--- src/f2h_pkg.sv ---
// ====================
// Shared bus constants, AXI attribute codes,
// FSM and register enums, channel structs
// ====================
`default_nettype none

package f2h_pkg;

	// ====================
	// Bus geometry
	// ====================
	localparam int bus_bits  = 32;
	localparam int bus_bytes = bus_bits / 8;
	// One RAM row feeds exactly one full burst
	localparam int max_burst = 4;
	localparam int row_bits  = max_burst * bus_bits;
	localparam int word_bits = 16;

	// Host port (ACP window) base address
	localparam logic [31:0] acp_port_base = 32'h8000_0000;

	// ====================
	// AXI attributes
	// ====================
	// Outer cache write-back, write-allocate
	localparam logic [3:0] axi_cache_wb_wa       = 4'b1111;
	// Data access, secure, normal
	localparam logic [2:0] axi_prot_data_secure  = 3'b000;
	// Shared, inner write-back write-allocate
	localparam logic [4:0] axi_user_shared_wb_wa = 5'b11111;
	localparam logic [1:0] axi_burst_incr        = 2'b01;
	localparam logic [1:0] axi_lock_normal       = 2'b00;
	// Beat size code follows the bus width
	localparam logic [2:0] axi_size_bus          = 3'($clog2(bus_bytes));

	// Writer status, wr_done is a one-cycle pulse per burst
	typedef enum logic [1:0] {
		wr_idle = 2'd0,
		wr_busy = 2'd1,
		wr_done = 2'd2
	} wr_status_e;

	// APB register map
	typedef enum logic [3:0] {
		reg_rdy    = 4'h0,
		reg_addr   = 4'h4,
		reg_len    = 4'h8,
		reg_status = 4'hC
	} reg_addr_e;

	typedef struct packed {
		logic        psel;
		logic        penable;
		logic        pwrite;
		logic [3:0]  paddr;
		logic [31:0] pwdata;
	} apb_req_t;

	typedef struct packed {
		logic [31:0] prdata;
		logic        pready;
		logic        pslverr;
	} apb_rsp_t;

	typedef struct packed {
		logic [7:0]  id;
		logic [31:0] addr;
		logic [3:0]  len;
		logic [2:0]  size;
		logic [1:0]  burst;
		logic [1:0]  lock;
		logic [3:0]  cache;
		logic [2:0]  prot;
		logic [4:0]  user;
	} axi_aw_t;

	typedef struct packed {
		logic [7:0]          id;
		logic [bus_bits-1:0] data;
		logic [bus_bytes-1:0] strb;
		logic                last;
	} axi_w_t;

	typedef struct packed {
		logic [7:0] id;
		logic [1:0] resp;
	} axi_b_t;

	// Sequencer to writer
	typedef struct packed {
		logic        enable;
		logic [31:0] addr;
		logic [3:0]  beats_m1;
	} burst_cmd_t;

	// Register block to sequencer
	typedef struct packed {
		logic [1:0]  rdy;
		logic [31:0] addr;
		logic [31:0] len;
	} host_cfg_t;

endpackage

`default_nettype wire
--- src/f2h_stream_top.sv ---
// ====================
// Top level: registers, fill engine, RAM,
// sequencer and AXI writer
// ====================
`timescale 1ns/1ps
`default_nettype none

module f2h_stream_top import f2h_pkg::*; #(
	parameter int MEM_ADDR_WIDTH = 3
) (
	input  wire            pll0_clock0,
	input  wire            master_reset_n,
	input  wire apb_req_t  apb_req,
	input  wire            aw_ready,
	input  wire            w_ready,
	input  wire axi_b_t    b,
	input  wire            b_valid,
	output apb_rsp_t       apb_rsp,
	output axi_aw_t        aw,
	output logic           aw_valid,
	output axi_w_t         w,
	output logic           w_valid,
	output logic           b_ready,
	output logic           irq
);

	host_cfg_t                 host_cfg;
	burst_cmd_t                cmd;
	wr_status_e                wr_status;
	logic [MEM_ADDR_WIDTH-1:0] waddr;
	logic [MEM_ADDR_WIDTH-1:0] raddr;
	logic [row_bits-1:0]       wdata;
	logic [row_bits-1:0]       rdata;
	logic                      we;
	logic                      fill_done;
	logic                      busy;
	logic                      rdy_index;

	// Host control registers
	ctrl_regs u_ctrl_regs (
		.pll0_clock0    (pll0_clock0),
		.master_reset_n (master_reset_n),
		.apb_req        (apb_req),
		.fill_done      (fill_done),
		.busy           (busy),
		.rdy_index      (rdy_index),
		.apb_rsp        (apb_rsp),
		.host_cfg       (host_cfg)
	);

	// Test pattern source
	pattern_fill #(.MEM_ADDR_WIDTH(MEM_ADDR_WIDTH)) u_pattern_fill (
		.pll0_clock0    (pll0_clock0),
		.master_reset_n (master_reset_n),
		.waddr          (waddr),
		.wdata          (wdata),
		.we             (we),
		.fill_done      (fill_done)
	);

	row_ram #(.MEM_ADDR_WIDTH(MEM_ADDR_WIDTH)) u_row_ram (
		.pll0_clock0 (pll0_clock0),
		.waddr       (waddr),
		.wdata       (wdata),
		.we          (we),
		.raddr       (raddr),
		.rdata       (rdata)
	);

	burst_planner #(.MEM_ADDR_WIDTH(MEM_ADDR_WIDTH)) u_burst_planner (
		.pll0_clock0    (pll0_clock0),
		.master_reset_n (master_reset_n),
		.host_cfg       (host_cfg),
		.fill_done      (fill_done),
		.wr_status      (wr_status),
		.cmd            (cmd),
		.raddr          (raddr),
		.busy           (busy),
		.rdy_index      (rdy_index),
		.irq            (irq)
	);

	// AXI write channels to the host port
	axi_burst_writer u_axi_burst_writer (
		.pll0_clock0    (pll0_clock0),
		.master_reset_n (master_reset_n),
		.cmd            (cmd),
		.rdata          (rdata),
		.aw_ready       (aw_ready),
		.w_ready        (w_ready),
		.b              (b),
		.b_valid        (b_valid),
		.wr_status      (wr_status),
		.aw             (aw),
		.aw_valid       (aw_valid),
		.w              (w),
		.w_valid        (w_valid),
		.b_ready        (b_ready)
	);

endmodule

`default_nettype wire

--- src/axi_burst_writer.sv ---
// ====================
// AXI write master: one address, its beats,
// then the write response
// ====================
`timescale 1ns/1ps
`default_nettype none

module axi_burst_writer import f2h_pkg::*; (
	input  wire                 pll0_clock0,
	input  wire                 master_reset_n,
	input  wire burst_cmd_t     cmd,
	input  wire [row_bits-1:0]  rdata,
	input  wire                 aw_ready,
	input  wire                 w_ready,
	input  wire axi_b_t         b,
	input  wire                 b_valid,
	output wr_status_e          wr_status,
	output axi_aw_t             aw,
	output logic                aw_valid,
	output axi_w_t              w,
	output logic                w_valid,
	output logic                b_ready
);

	logic [row_bits-1:0] row;
	logic [31:0]         addr;
	logic [3:0]          beats_m1;
	logic [3:0]          beat;
	logic                last_beat;

	assign last_beat = (beat == beats_m1);

	// Fixed attributes, id always zero
	assign aw = '{
		id:    '0,
		addr:  addr,
		len:   beats_m1,
		size:  axi_size_bus,
		burst: axi_burst_incr,
		lock:  axi_lock_normal,
		cache: axi_cache_wb_wa,
		prot:  axi_prot_data_secure,
		user:  axi_user_shared_wb_wa
	};

	// Beat k is slice k of the latched row
	assign w = '{
		id:   '0,
		data: row[beat*bus_bits +: bus_bits],
		strb: '1,
		last: last_beat
	};

	// ====================
	// Burst FSM
	// ====================
	always_ff @(posedge pll0_clock0 or negedge master_reset_n) begin
		if (!master_reset_n) begin
			wr_status <= wr_idle;
			aw_valid  <= 1'b0;
			w_valid   <= 1'b0;
			b_ready   <= 1'b0;
			beat      <= '0;
		end else begin
			case (wr_status)
				wr_idle: begin
					if (cmd.enable) begin
						aw_valid  <= 1'b1;
						beat      <= '0;
						wr_status <= wr_busy;
					end
				end
				wr_busy: begin
					// Address first, data only after it is accepted
					if (aw_valid && aw_ready) begin
						aw_valid <= 1'b0;
						w_valid  <= 1'b1;
					end
					if (w_valid && w_ready) begin
						if (last_beat) begin
							w_valid <= 1'b0;
							b_ready <= 1'b1;
						end else begin
							beat <= beat + 1'b1;
						end
					end
					// Response taken as is
					if (b_ready && b_valid) begin
						b_ready   <= 1'b0;
						wr_status <= wr_done;
					end
				end
				// wr_done holds for one cycle only
				default: wr_status <= wr_idle;
			endcase
		end
	end

	// Latch row and command on burst start
	always_ff @(posedge pll0_clock0) begin
		if (wr_status == wr_idle && cmd.enable) begin
			row      <= rdata;
			addr     <= cmd.addr;
			beats_m1 <= cmd.beats_m1;
		end
	end

	assert property (@(posedge pll0_clock0) disable iff (!master_reset_n)
		aw_valid && !aw_ready |=> aw_valid && $stable(aw));

	assert property (@(posedge pll0_clock0) disable iff (!master_reset_n)
		w_valid && !w_ready |=> w_valid && $stable(w));

	// Slave must echo the zero write id
	assert property (@(posedge pll0_clock0) disable iff (!master_reset_n)
		b_valid && b_ready |-> b.id == 8'd0);

endmodule

`default_nettype wire

--- src/burst_planner.sv ---
// ====================
// Transfer sequencer: ready flag tracking,
// burst address and length, row pointer, IRQ
// ====================
`timescale 1ns/1ps
`default_nettype none

module burst_planner import f2h_pkg::*; #(
	parameter int MEM_ADDR_WIDTH = 3
) (
	input  wire                       pll0_clock0,
	input  wire                       master_reset_n,
	input  wire host_cfg_t            host_cfg,
	input  wire                       fill_done,
	input  wire wr_status_e           wr_status,
	output burst_cmd_t                cmd,
	output logic [MEM_ADDR_WIDTH-1:0] raddr,
	output logic                      busy,
	output logic                      rdy_index,
	output logic                      irq
);

	logic [31:0]               remain_len;
	logic [31:0]               burst_bytes;
	logic [31:0]               next_len;
	logic [MEM_ADDR_WIDTH-1:0] row_ptr;
	logic                      rdy_sel;
	logic                      start;
	logic                      burst_end;

	// Full burst, or whatever is left when shorter
	function automatic logic [3:0] beats_for(input logic [31:0] len);
		if (len == 32'd0)
			return 4'd0;
		if (len >= 32'(bus_bytes * max_burst))
			return 4'(max_burst - 1);
		return 4'(len / bus_bytes - 1);
	endfunction

	assign rdy_sel     = host_cfg.rdy[rdy_index];
	assign start       = fill_done && !busy && rdy_sel;
	assign burst_end   = cmd.enable && (wr_status == wr_done);
	assign burst_bytes = (32'(cmd.beats_m1) + 32'd1) * bus_bytes;
	assign next_len    = remain_len - burst_bytes;

	// Look one row ahead during wr_done
	// so the registered read is ready in the following idle cycle
	assign raddr = burst_end ? row_ptr + 1'b1 : row_ptr;

	// ====================
	// Sequencer
	// ====================
	always_ff @(posedge pll0_clock0 or negedge master_reset_n) begin
		if (!master_reset_n) begin
			cmd        <= '0;
			remain_len <= '0;
			row_ptr    <= '0;
			busy       <= 1'b0;
			rdy_index  <= 1'b0;
			irq        <= 1'b0;
		end else begin
			// Host raised the selected ready flag
			if (start) begin
				busy       <= 1'b1;
				remain_len <= host_cfg.len;
				cmd        <= '{
					enable:   host_cfg.len != 32'd0,
					addr:     acp_port_base + host_cfg.addr,
					beats_m1: beats_for(host_cfg.len)
				};
			end else if (burst_end) begin
				// Next burst follows on from the previous one
				remain_len   <= next_len;
				cmd.addr     <= cmd.addr + burst_bytes;
				cmd.beats_m1 <= beats_for(next_len);
				row_ptr      <= row_ptr + 1'b1;
				if (next_len == 32'd0) begin
					cmd.enable <= 1'b0;
					irq        <= 1'b1;
				end
			end

			// Host cleared the flag, move to the other one
			if (busy && !rdy_sel) begin
				irq       <= 1'b0;
				busy      <= 1'b0;
				rdy_index <= ~rdy_index;
			end
		end
	end

	// A row never holds more than one full burst
	assert property (@(posedge pll0_clock0) disable iff (!master_reset_n)
		cmd.enable |-> cmd.beats_m1 <= 4'(max_burst - 1));

endmodule

`default_nettype wire

--- src/row_ram.sv ---
// ====================
// Simple dual-port RAM, one burst per row
// ====================
`timescale 1ns/1ps
`default_nettype none

module row_ram import f2h_pkg::*; #(
	parameter int MEM_ADDR_WIDTH = 3
) (
	input  wire                      pll0_clock0,
	input  wire [MEM_ADDR_WIDTH-1:0] waddr,
	input  wire [row_bits-1:0]       wdata,
	input  wire                      we,
	input  wire [MEM_ADDR_WIDTH-1:0] raddr,
	output logic [row_bits-1:0]      rdata
);

	// Block RAM inference, array has no reset
	logic [row_bits-1:0] mem [2**MEM_ADDR_WIDTH];

	always_ff @(posedge pll0_clock0) begin
		if (we)
			mem[waddr] <= wdata;
		// Registered read, one clock after raddr
		rdata <= mem[raddr];
	end

endmodule

`default_nettype wire

--- src/pattern_fill.sv ---
// ====================
// Fill engine loading the RAM with a rising
// 16-bit counter, one row at a time
// ====================
`timescale 1ns/1ps
`default_nettype none

module pattern_fill import f2h_pkg::*; #(
	parameter int MEM_ADDR_WIDTH = 3
) (
	input  wire                       pll0_clock0,
	input  wire                       master_reset_n,
	output logic [MEM_ADDR_WIDTH-1:0] waddr,
	output logic [row_bits-1:0]       wdata,
	output logic                      we,
	output logic                      fill_done
);

	localparam int words_per_row = row_bits / word_bits;
	localparam int word_sel_bits = $clog2(words_per_row);

	logic [word_sel_bits-1:0] word_sel;
	logic [word_bits-1:0]     count;

	// Eight word cycles then one write cycle per row
	always_ff @(posedge pll0_clock0 or negedge master_reset_n) begin
		if (!master_reset_n) begin
			waddr     <= '0;
			we        <= 1'b0;
			fill_done <= 1'b0;
			word_sel  <= '0;
			count     <= '0;
		end else if (!fill_done) begin
			if (we) begin
				we    <= 1'b0;
				waddr <= waddr + 1'b1;
				// Last row written, address about to wrap
				if (&waddr)
					fill_done <= 1'b1;
			end else begin
				// Word select wraps back to zero on its own
				word_sel <= word_sel + 1'b1;
				count    <= count + 1'b1;
				if (&word_sel)
					we <= 1'b1;
			end
		end
	end

	// Row assembly, lowest word first
	always_ff @(posedge pll0_clock0) begin
		if (!fill_done && !we)
			wdata[word_sel*word_bits +: word_bits] <= count;
	end

endmodule

`default_nettype wire

--- src/ctrl_regs.sv ---
// ====================
// APB slave with ready flags, target offset,
// byte length and status readback
// ====================
`timescale 1ns/1ps
`default_nettype none

module ctrl_regs import f2h_pkg::*; (
	input  wire              pll0_clock0,
	input  wire              master_reset_n,
	input  wire apb_req_t    apb_req,
	input  wire              fill_done,
	input  wire              busy,
	input  wire              rdy_index,
	output apb_rsp_t         apb_rsp,
	output host_cfg_t        host_cfg
);

	logic [1:0]  rdy_reg;
	logic [31:0] addr_reg;
	logic [31:0] len_reg;
	logic [31:0] rdata;
	logic        access;
	logic        mapped;

	// Second APB phase
	assign access = apb_req.psel && apb_req.penable;

	// ====================
	// Read mux and decode
	// ====================
	always_comb begin
		mapped = 1'b1;
		case (apb_req.paddr)
			reg_rdy:    rdata = {30'd0, rdy_reg};
			reg_addr:   rdata = addr_reg;
			reg_len:    rdata = len_reg;
			// Fill done, busy, active ready index
			reg_status: rdata = {29'd0, rdy_index, busy, fill_done};
			default: begin
				rdata  = '0;
				mapped = 1'b0;
			end
		endcase
	end

	// No wait states
	assign apb_rsp = '{prdata: rdata, pready: 1'b1, pslverr: access && !mapped};

	// ====================
	// Register writes
	// ====================
	always_ff @(posedge pll0_clock0 or negedge master_reset_n) begin
		if (!master_reset_n) begin
			rdy_reg  <= '0;
			addr_reg <= '0;
			len_reg  <= '0;
		end else if (access && apb_req.pwrite) begin
			case (apb_req.paddr)
				reg_rdy:  rdy_reg  <= apb_req.pwdata[1:0];
				reg_addr: addr_reg <= apb_req.pwdata;
				reg_len:  len_reg  <= apb_req.pwdata;
				// Status is read only, unmapped offsets only flag an error
				default: begin
				end
			endcase
		end
	end

	assign host_cfg = '{rdy: rdy_reg, addr: addr_reg, len: len_reg};

	// Error only in an access phase that followed a setup phase
	assert property (@(posedge pll0_clock0) disable iff (!master_reset_n)
		apb_rsp.pslverr |-> access && $past(apb_req.psel && !apb_req.penable));

endmodule

`default_nettype wire

--- config.mk ---
export PLATFORM = sky130hd
export DESIGN_NAME = f2h_stream_top
export DESIGN_NICKNAME = d
export VERILOG_FILES = /design/src/f2h_pkg.sv /design/src/f2h_stream_top.sv /design/src/axi_burst_writer.sv /design/src/burst_planner.sv /design/src/row_ram.sv /design/src/pattern_fill.sv /design/src/ctrl_regs.sv
export SDC_FILE = /design/constraint.sdc
export NUM_CORES = 2
export LEC_CHECK = 0
export BUFFER_PORTS_ARGS = -buffer_cell sky130_fd_sc_hd__buf_4
export CAP_MARGIN = 20
export CORE_MARGIN = 4
export CORE_UTILIZATION = 50
export DETAILED_ROUTE_END_ITERATION = 7
export GPL_ROUTABILITY_DRIVEN = 0
export MAX_ROUTING_LAYER = met4
export PLACE_DENSITY = 0.75
export SETUP_SLACK_MARGIN = 0.2
export SLEW_MARGIN = 20
export SYNTH_ARGS = -nofsm -noshare
export SYNTH_HDL_FRONTEND = slang
export SYNTH_SLANG_ARGS = --single-unit
--- constraint.sdc ---
create_clock -name pll0_clock0 -period 30.6 [get_ports pll0_clock0]
set_input_delay 3.06 -clock pll0_clock0 [delete_from_list [all_inputs] [get_ports pll0_clock0]]
set_output_delay 3.06 -clock pll0_clock0 [all_outputs]
set_load 0.01 [all_outputs]
Word level (Yosys, flattened, before mapping)
Memory sizes are Yosys's and may differ from the RTL's. A register that Yosys moved wholly into a read port is not among the register bits.
Index checks and enable logic that the tools add are counted.
Operators by class
  reduce and logical (&&, ||, !) cells: 44
  eq/ne operators: 12
  magnitude comparators: 3
  shifts and indexed selects: 3
  bitwise logic cells: 3
  $add $sub $neg: 12
  multiplexer cells: 60
Operators by type and width (number)
  128-bit bitwise mux: 1
  32-bit one-hot mux with 4 select lines: 1
  16-bit by 34-bit variable shift with 128-bit output (first input constant): 1
  128-bit by 10-bit indexed part select with 32-bit output: 1
  16-bit by 34-bit indexed part select with 128-bit output: 1
  37-bit 2-to-1 mux: 2
  32-bit by 5-bit greater-or-equal comparator with 1-bit output (second input constant): 2
  32-bit zero test: 2
  32-bit 2-to-1 mux: 2
  4-bit 2-to-1 mux: 11
  1-bit 2-to-1 mux: 37
  7-bit negator with 34-bit output: 1
  32-bit adder: 1
  32-bit adder (first input constant): 1
  32-bit nonzero test: 1
  32-bit by 7-bit subtractor with 32-bit output: 1
  16-bit by 1-bit adder with 16-bit output (second input constant): 1
  2-bit nonzero test: 8
  3-bit AND reduction: 5
  2-bit AND reduction: 7
  1-bit logical AND: 12
  3-bit by 1-bit adder with 3-bit output (second input constant): 3
  4-bit equality test (second input constant): 2
  4-bit one-hot mux with 2 select lines: 1
  20 further kinds: 32
Word-level totals
  output and inout bits: 146
  memories kept: 1
  bits of input ports: 54
  memory bits (writable): 1024
  logic and storage cells: 163
  register bits after elaboration: 466
Memories
  u_row_ram.mem: words 8, bits a word 128, read ports 1, clocked after Yosys merged registers in 1, write ports 1, line row_ram.sv:19  | logic [row_bits-1:0] mem [2**MEM_ADDR_WIDTH];

Depth between registers and ports, before layout
  depth after elaboration: 13
  depth in mapped cells: 12
  mapped depth without buffers: 10

Cells and area by module
From an unflattened synthesis, not the netlist that was laid out.
Unflattened totals
  cell total of the unflattened synthesis: 3125
  area, all modules: 61846.8 um^2
By module, submodules not included
  row_ram: cells an instance 1620, area an instance 41554.9 um^2, instances 1, sequential area each 33311.9 um^2
  axi_burst_writer: cells an instance 329, area an instance 6707.7 um^2, instances 1, sequential area each 5149.9 um^2
  pattern_fill: cells an instance 419, area an instance 5906.9 um^2, instances 1, sequential area each 4444.3 um^2
  burst_planner: cells an instance 564, area an instance 4752.1 um^2, instances 1, sequential area each 1876.8 um^2
  ctrl_regs: cells an instance 193, area an instance 2925.3 um^2, instances 1, sequential area each 1651.6 um^2

Worst setup path after synthesis
OpenSTA, ideal clock, no wires.
  kind: flip-flop to flip-flop
  start point: reg u_axi_burst_writer.wr_status[1]
  end point: reg u_axi_burst_writer.beat[0]
  arrival: 13.335 ns
  stages on the path, launching flop included: 4
  data required time: 30.464 ns
  path slack: 17.129 ns
  library setup time: 0.136 ns
  path buffers: 0
  period minus slack after synthesis: 13.471 ns
  path through: dfrtp_1 nor3b_1 nor2_1 mux2_2
Between the ends
  cells in the longest elaborated chain, start to end: 3
  elaborated cells on any way between the ends: 8
  those cells by class: eq/ne: 4; mux: 1; reduce/logical: 3
Ends and longest elaborated chain
  start, declared: line axi_burst_writer.sv:17  | output wr_status_e wr_status,
  start signal, assigned: line axi_burst_writer.sv:59  | wr_status <= wr_idle;
  start signal, assigned: line axi_burst_writer.sv:70  | wr_status <= wr_busy;
  start signal, assigned: line axi_burst_writer.sv:90  | wr_status <= wr_done;
  2-bit by 1-bit equality test with 1-bit output or 2-bit zero test (tied branches): line axi_burst_writer.sv:65  | case (wr_status)
  2-bit inequality test (no source line) (tied with other cells)
  4-bit AND reduction (no source line)
  end signal, assigned: line axi_burst_writer.sv:84  | beat <= beat + 1'b1;
  end, declared: line axi_burst_writer.sv:28  | logic [3:0] beat;
Parallel ways exist; a longest one is shown, timed or not.
A chain may end at the register's enable or synchronous reset.

==> impl_metrics.csv <==
group,metric,value,unit
worst_setup_path,crit_path_end_kind,"primary output",
worst_setup_path,rr_startpoint,"u_burst_planner.cmd[36]",
sta,worst_slew_pin_slew,1.15,ns
clock_tree,ctsHtreeMaxLevel,4,
worst_setup_path,worstRegToRegCells,8,
final_layout,largest-register,"u_row_ram.mem",
clock_tree,cts_tree,"yes",
final_layout,layout_common_cells,"1316 x edfxtp_1, 290 x mux4_2, 195 x mux2_2, 193 x buf_4, 172 x dfrtp_1",
sta,rsz0062_at_grt,"no",
worst_setup_path,worstPathArrival,4.26,ns
global_route,grt_max_degree,154,
global_route,grt_pass1_wl,195000,um
yosys,yosys_warnings,0,
placed_design,port_buffers,149,
global_route,antenna_found_initial,2,
floorplanning,core-area,120000,sq um
worst_hold_path,min_path_cells,0,
clock_tree,cts.clk_slew.worst_paths,0.06,ns
yosys,synthArstFlopShare,0.108,
clock_tree,clk_latency,0.76,ns
yosys,synth-main-ff-cell,"edfxtp_1",
route,drt_first_pass_iters,5,
route,wl_per_cell,25.4,um
yosys,ys_types,67,
route,wirelength,129000,um
floorplanning,rows,127,
sta,layout_min_cycle_time,7.32,ns
floorplanning,num_io_pins,200,
route,drtIter0Drc,3017,
yosys,synth_edf_count,1316,
final_layout,fin_nets,3416,
route,vias,29600,
floorplanning,die_y,357,um
yosys,ys_ff_latch,1618,
worst_setup_path,worstPathMaxFanout,29,
worst_setup_path,cp.required,27.54,ns
worst_setup_path,critPathLaunch,"apb_req[35]",
sta,finalClockSkew,0.0337,ns
worst_setup_path,path_class,"in2out",
final_layout,mostFrequentLayoutCell,"edfxtp_1",
sta,min_period_over_period,0.239,
route,vias_per_cell,5.83,
placed_design,place_hpwl,66500,um
clock_tree,numCtsBuffers,153,
yosys,synthesis.area,61000,sq um
placed_design,placed_cell_area,64000,sq um
worst_setup_path,critPathLaunchType,"input port",
worst_setup_path,timing.rr.end,"u_row_ram.rdata[39]",
sta,max_freq,137,MHz
clock_tree,cts_buffer_depth,3,
final_layout,finalInstanceArea,69200,sq um
clock_tree,holdBufCountCts,0,
clock_tree,cts_setup_buffers,0,
sta,slew_headroom,0.231,
power_and_ir_drop,leakagePower,23.3,nW
yosys,synth_cells,3125,
clock_tree,clock-sinks,1618,
floorplanning,start_util,0.506,
floorplanning,dieArea,128000,sq um
worst_setup_path,crit_end,"apb_rsp[26]",
yosys,yosysSeqAreaShare,0.762,
final_layout,antenna_cells,0,
route,route.detailed.drc,0,
worst_setup_path,r2r_slack,25.44,ns
sta,setup_tns,0,ns
job,cap_violations,0,
global_route,grtUsageTotal,0.210,
global_route,grt_pass1_vias,30606,
clock_tree,root_buffer,"clkbuf_16",
sta,finalSetupViolCount,0,
sta,finalMaxSlewViolations,0,
route,postRouteAntennaNets,0,
final_layout,syn_to_final_growth,13.5,%
global_route,gr-total-overflow,0,
clock_tree,cts_resized,0,
floorplanning,die_w,357,um
power_and_ir_drop,ir_drop,55.1,uV
sta,hold_violations,0,
yosys,avgSynthCellArea,19.5,sq um
power_and_ir_drop,p_per_area,62.6,nW/um^2
final_layout,largest_reg_flops,1024,
outcome,status,"completed",
final_layout,drive_above_1_share,0.278,
worst_hold_path,min_path_type,"reg2reg",
==> metrics by stage <==
step	power (W)	setup slack [ns]	util	hold slack (ns)	cells
after global placement	0.00246	23.34	0.532	0.386	4794
after floorplan	0.00244	17.13	-	0.386	3163
final	0.00433	23.28	0.574	0.378	5076
after CTS	0.00436	23.33	0.574	0.381	5076
after detailed placement	0.00246	23.33	0.532	0.389	4794
after global routing	0.00446	23.22	0.574	0.397	5076
==> cell type report <==
class / count / area (sq um)
flip-flops and latches: 1618 / 46400
repair buffers: 203 / 1640
clock buffers: 212 / 4290
inverters: 22 / 82.6
fillers: 8554 / 51300
clock inverters: 70 / 828
well taps: 1612 / 2020
multi-input cells: 1339 / 13900
==> kinds of logic after synthesis <==
| kind of cell | Yosys count | share of synthesized area |
|---|---|---|
| compound gates | 152 | 0.0159 |
| xor+xnor | 87 | 0.0125 |
| fa+ha+maj | 25 | 0.00538 |
| buf+inv | 206 | 0.0159 |
| flops | 1618 | 0.762 |
| mux | 487 | 0.143 |
| other cells | 2 | 0.000123 |
| simple gates | 548 | 0.0450 |
==> cell usage after synthesis, types with 31 or more instances <==
cell / number / share of area
edfxtp_1: 1316 / 0.65
mux4_2: 290 / 0.11
mux2_2: 195 / 0.036
dfrtp_1: 174 / 0.071
nor2_1: 154 / 0.0095
dfxtp_1: 128 / 0.042
nand2_1: 128 / 0.0079
clkbuf_1: 98 / 0.0060
and2_1: 69 / 0.0071
o21ai_0: 54 / 0.0044
xnor2_1: 50 / 0.0072
buf_4: 41 / 0.0050
nor2b_1: 37 / 0.0038
xor2_1: 37 / 0.0053
a22oi_1: 31 / 0.0038
==> worst min path at each step <==
stage / startpoint / end / slack (ns)
2_1_floorplan: u_row_ram.rdata[0] / u_axi_burst_writer.row[0] / 0.39
3_3_place_gp: u_row_ram.rdata[78] / u_axi_burst_writer.row[78] / 0.39
3_5_place_dp: u_row_ram.rdata[0] / u_axi_burst_writer.row[0] / 0.39
4_1_cts: u_row_ram.rdata[58] / u_axi_burst_writer.row[58] / 0.38
5_1_grt: u_row_ram.rdata[58] / u_axi_burst_writer.row[58] / 0.40
6_report: u_row_ram.rdata[58] / u_axi_burst_writer.row[58] / 0.38
==> power by group <==
part	leakage (nW)	switching (W)	internal, W
Clock	2.48	0.000795	0.00112
Sequential	14.9	0.0000163	0.00236
Combinational	5.96	0.0000195	0.0000187
Total	23.3	0.000831	0.00350
==> metal layers <==
layer,vias to the layer above,share of wire,wire [um],track usage
met5,-,0,0,-
met4,0,0.024,3090,0.0623
met3,209,0.061,7930,0.0304
li1,12649,-,-,-
met2,1185,0.51,66100,0.348
met1,15557,0.40,52100,0.275
==> worst max-delay path, cell delays in order <==
cell and delay (ns):
buf_4 0.14, nor2b_2 0.18, buf_4 0.36, a22oi_1 0.16, nor2_1 0.18, buf_4 0.16
Note: power is estimated with default switching activity, not from simulation.
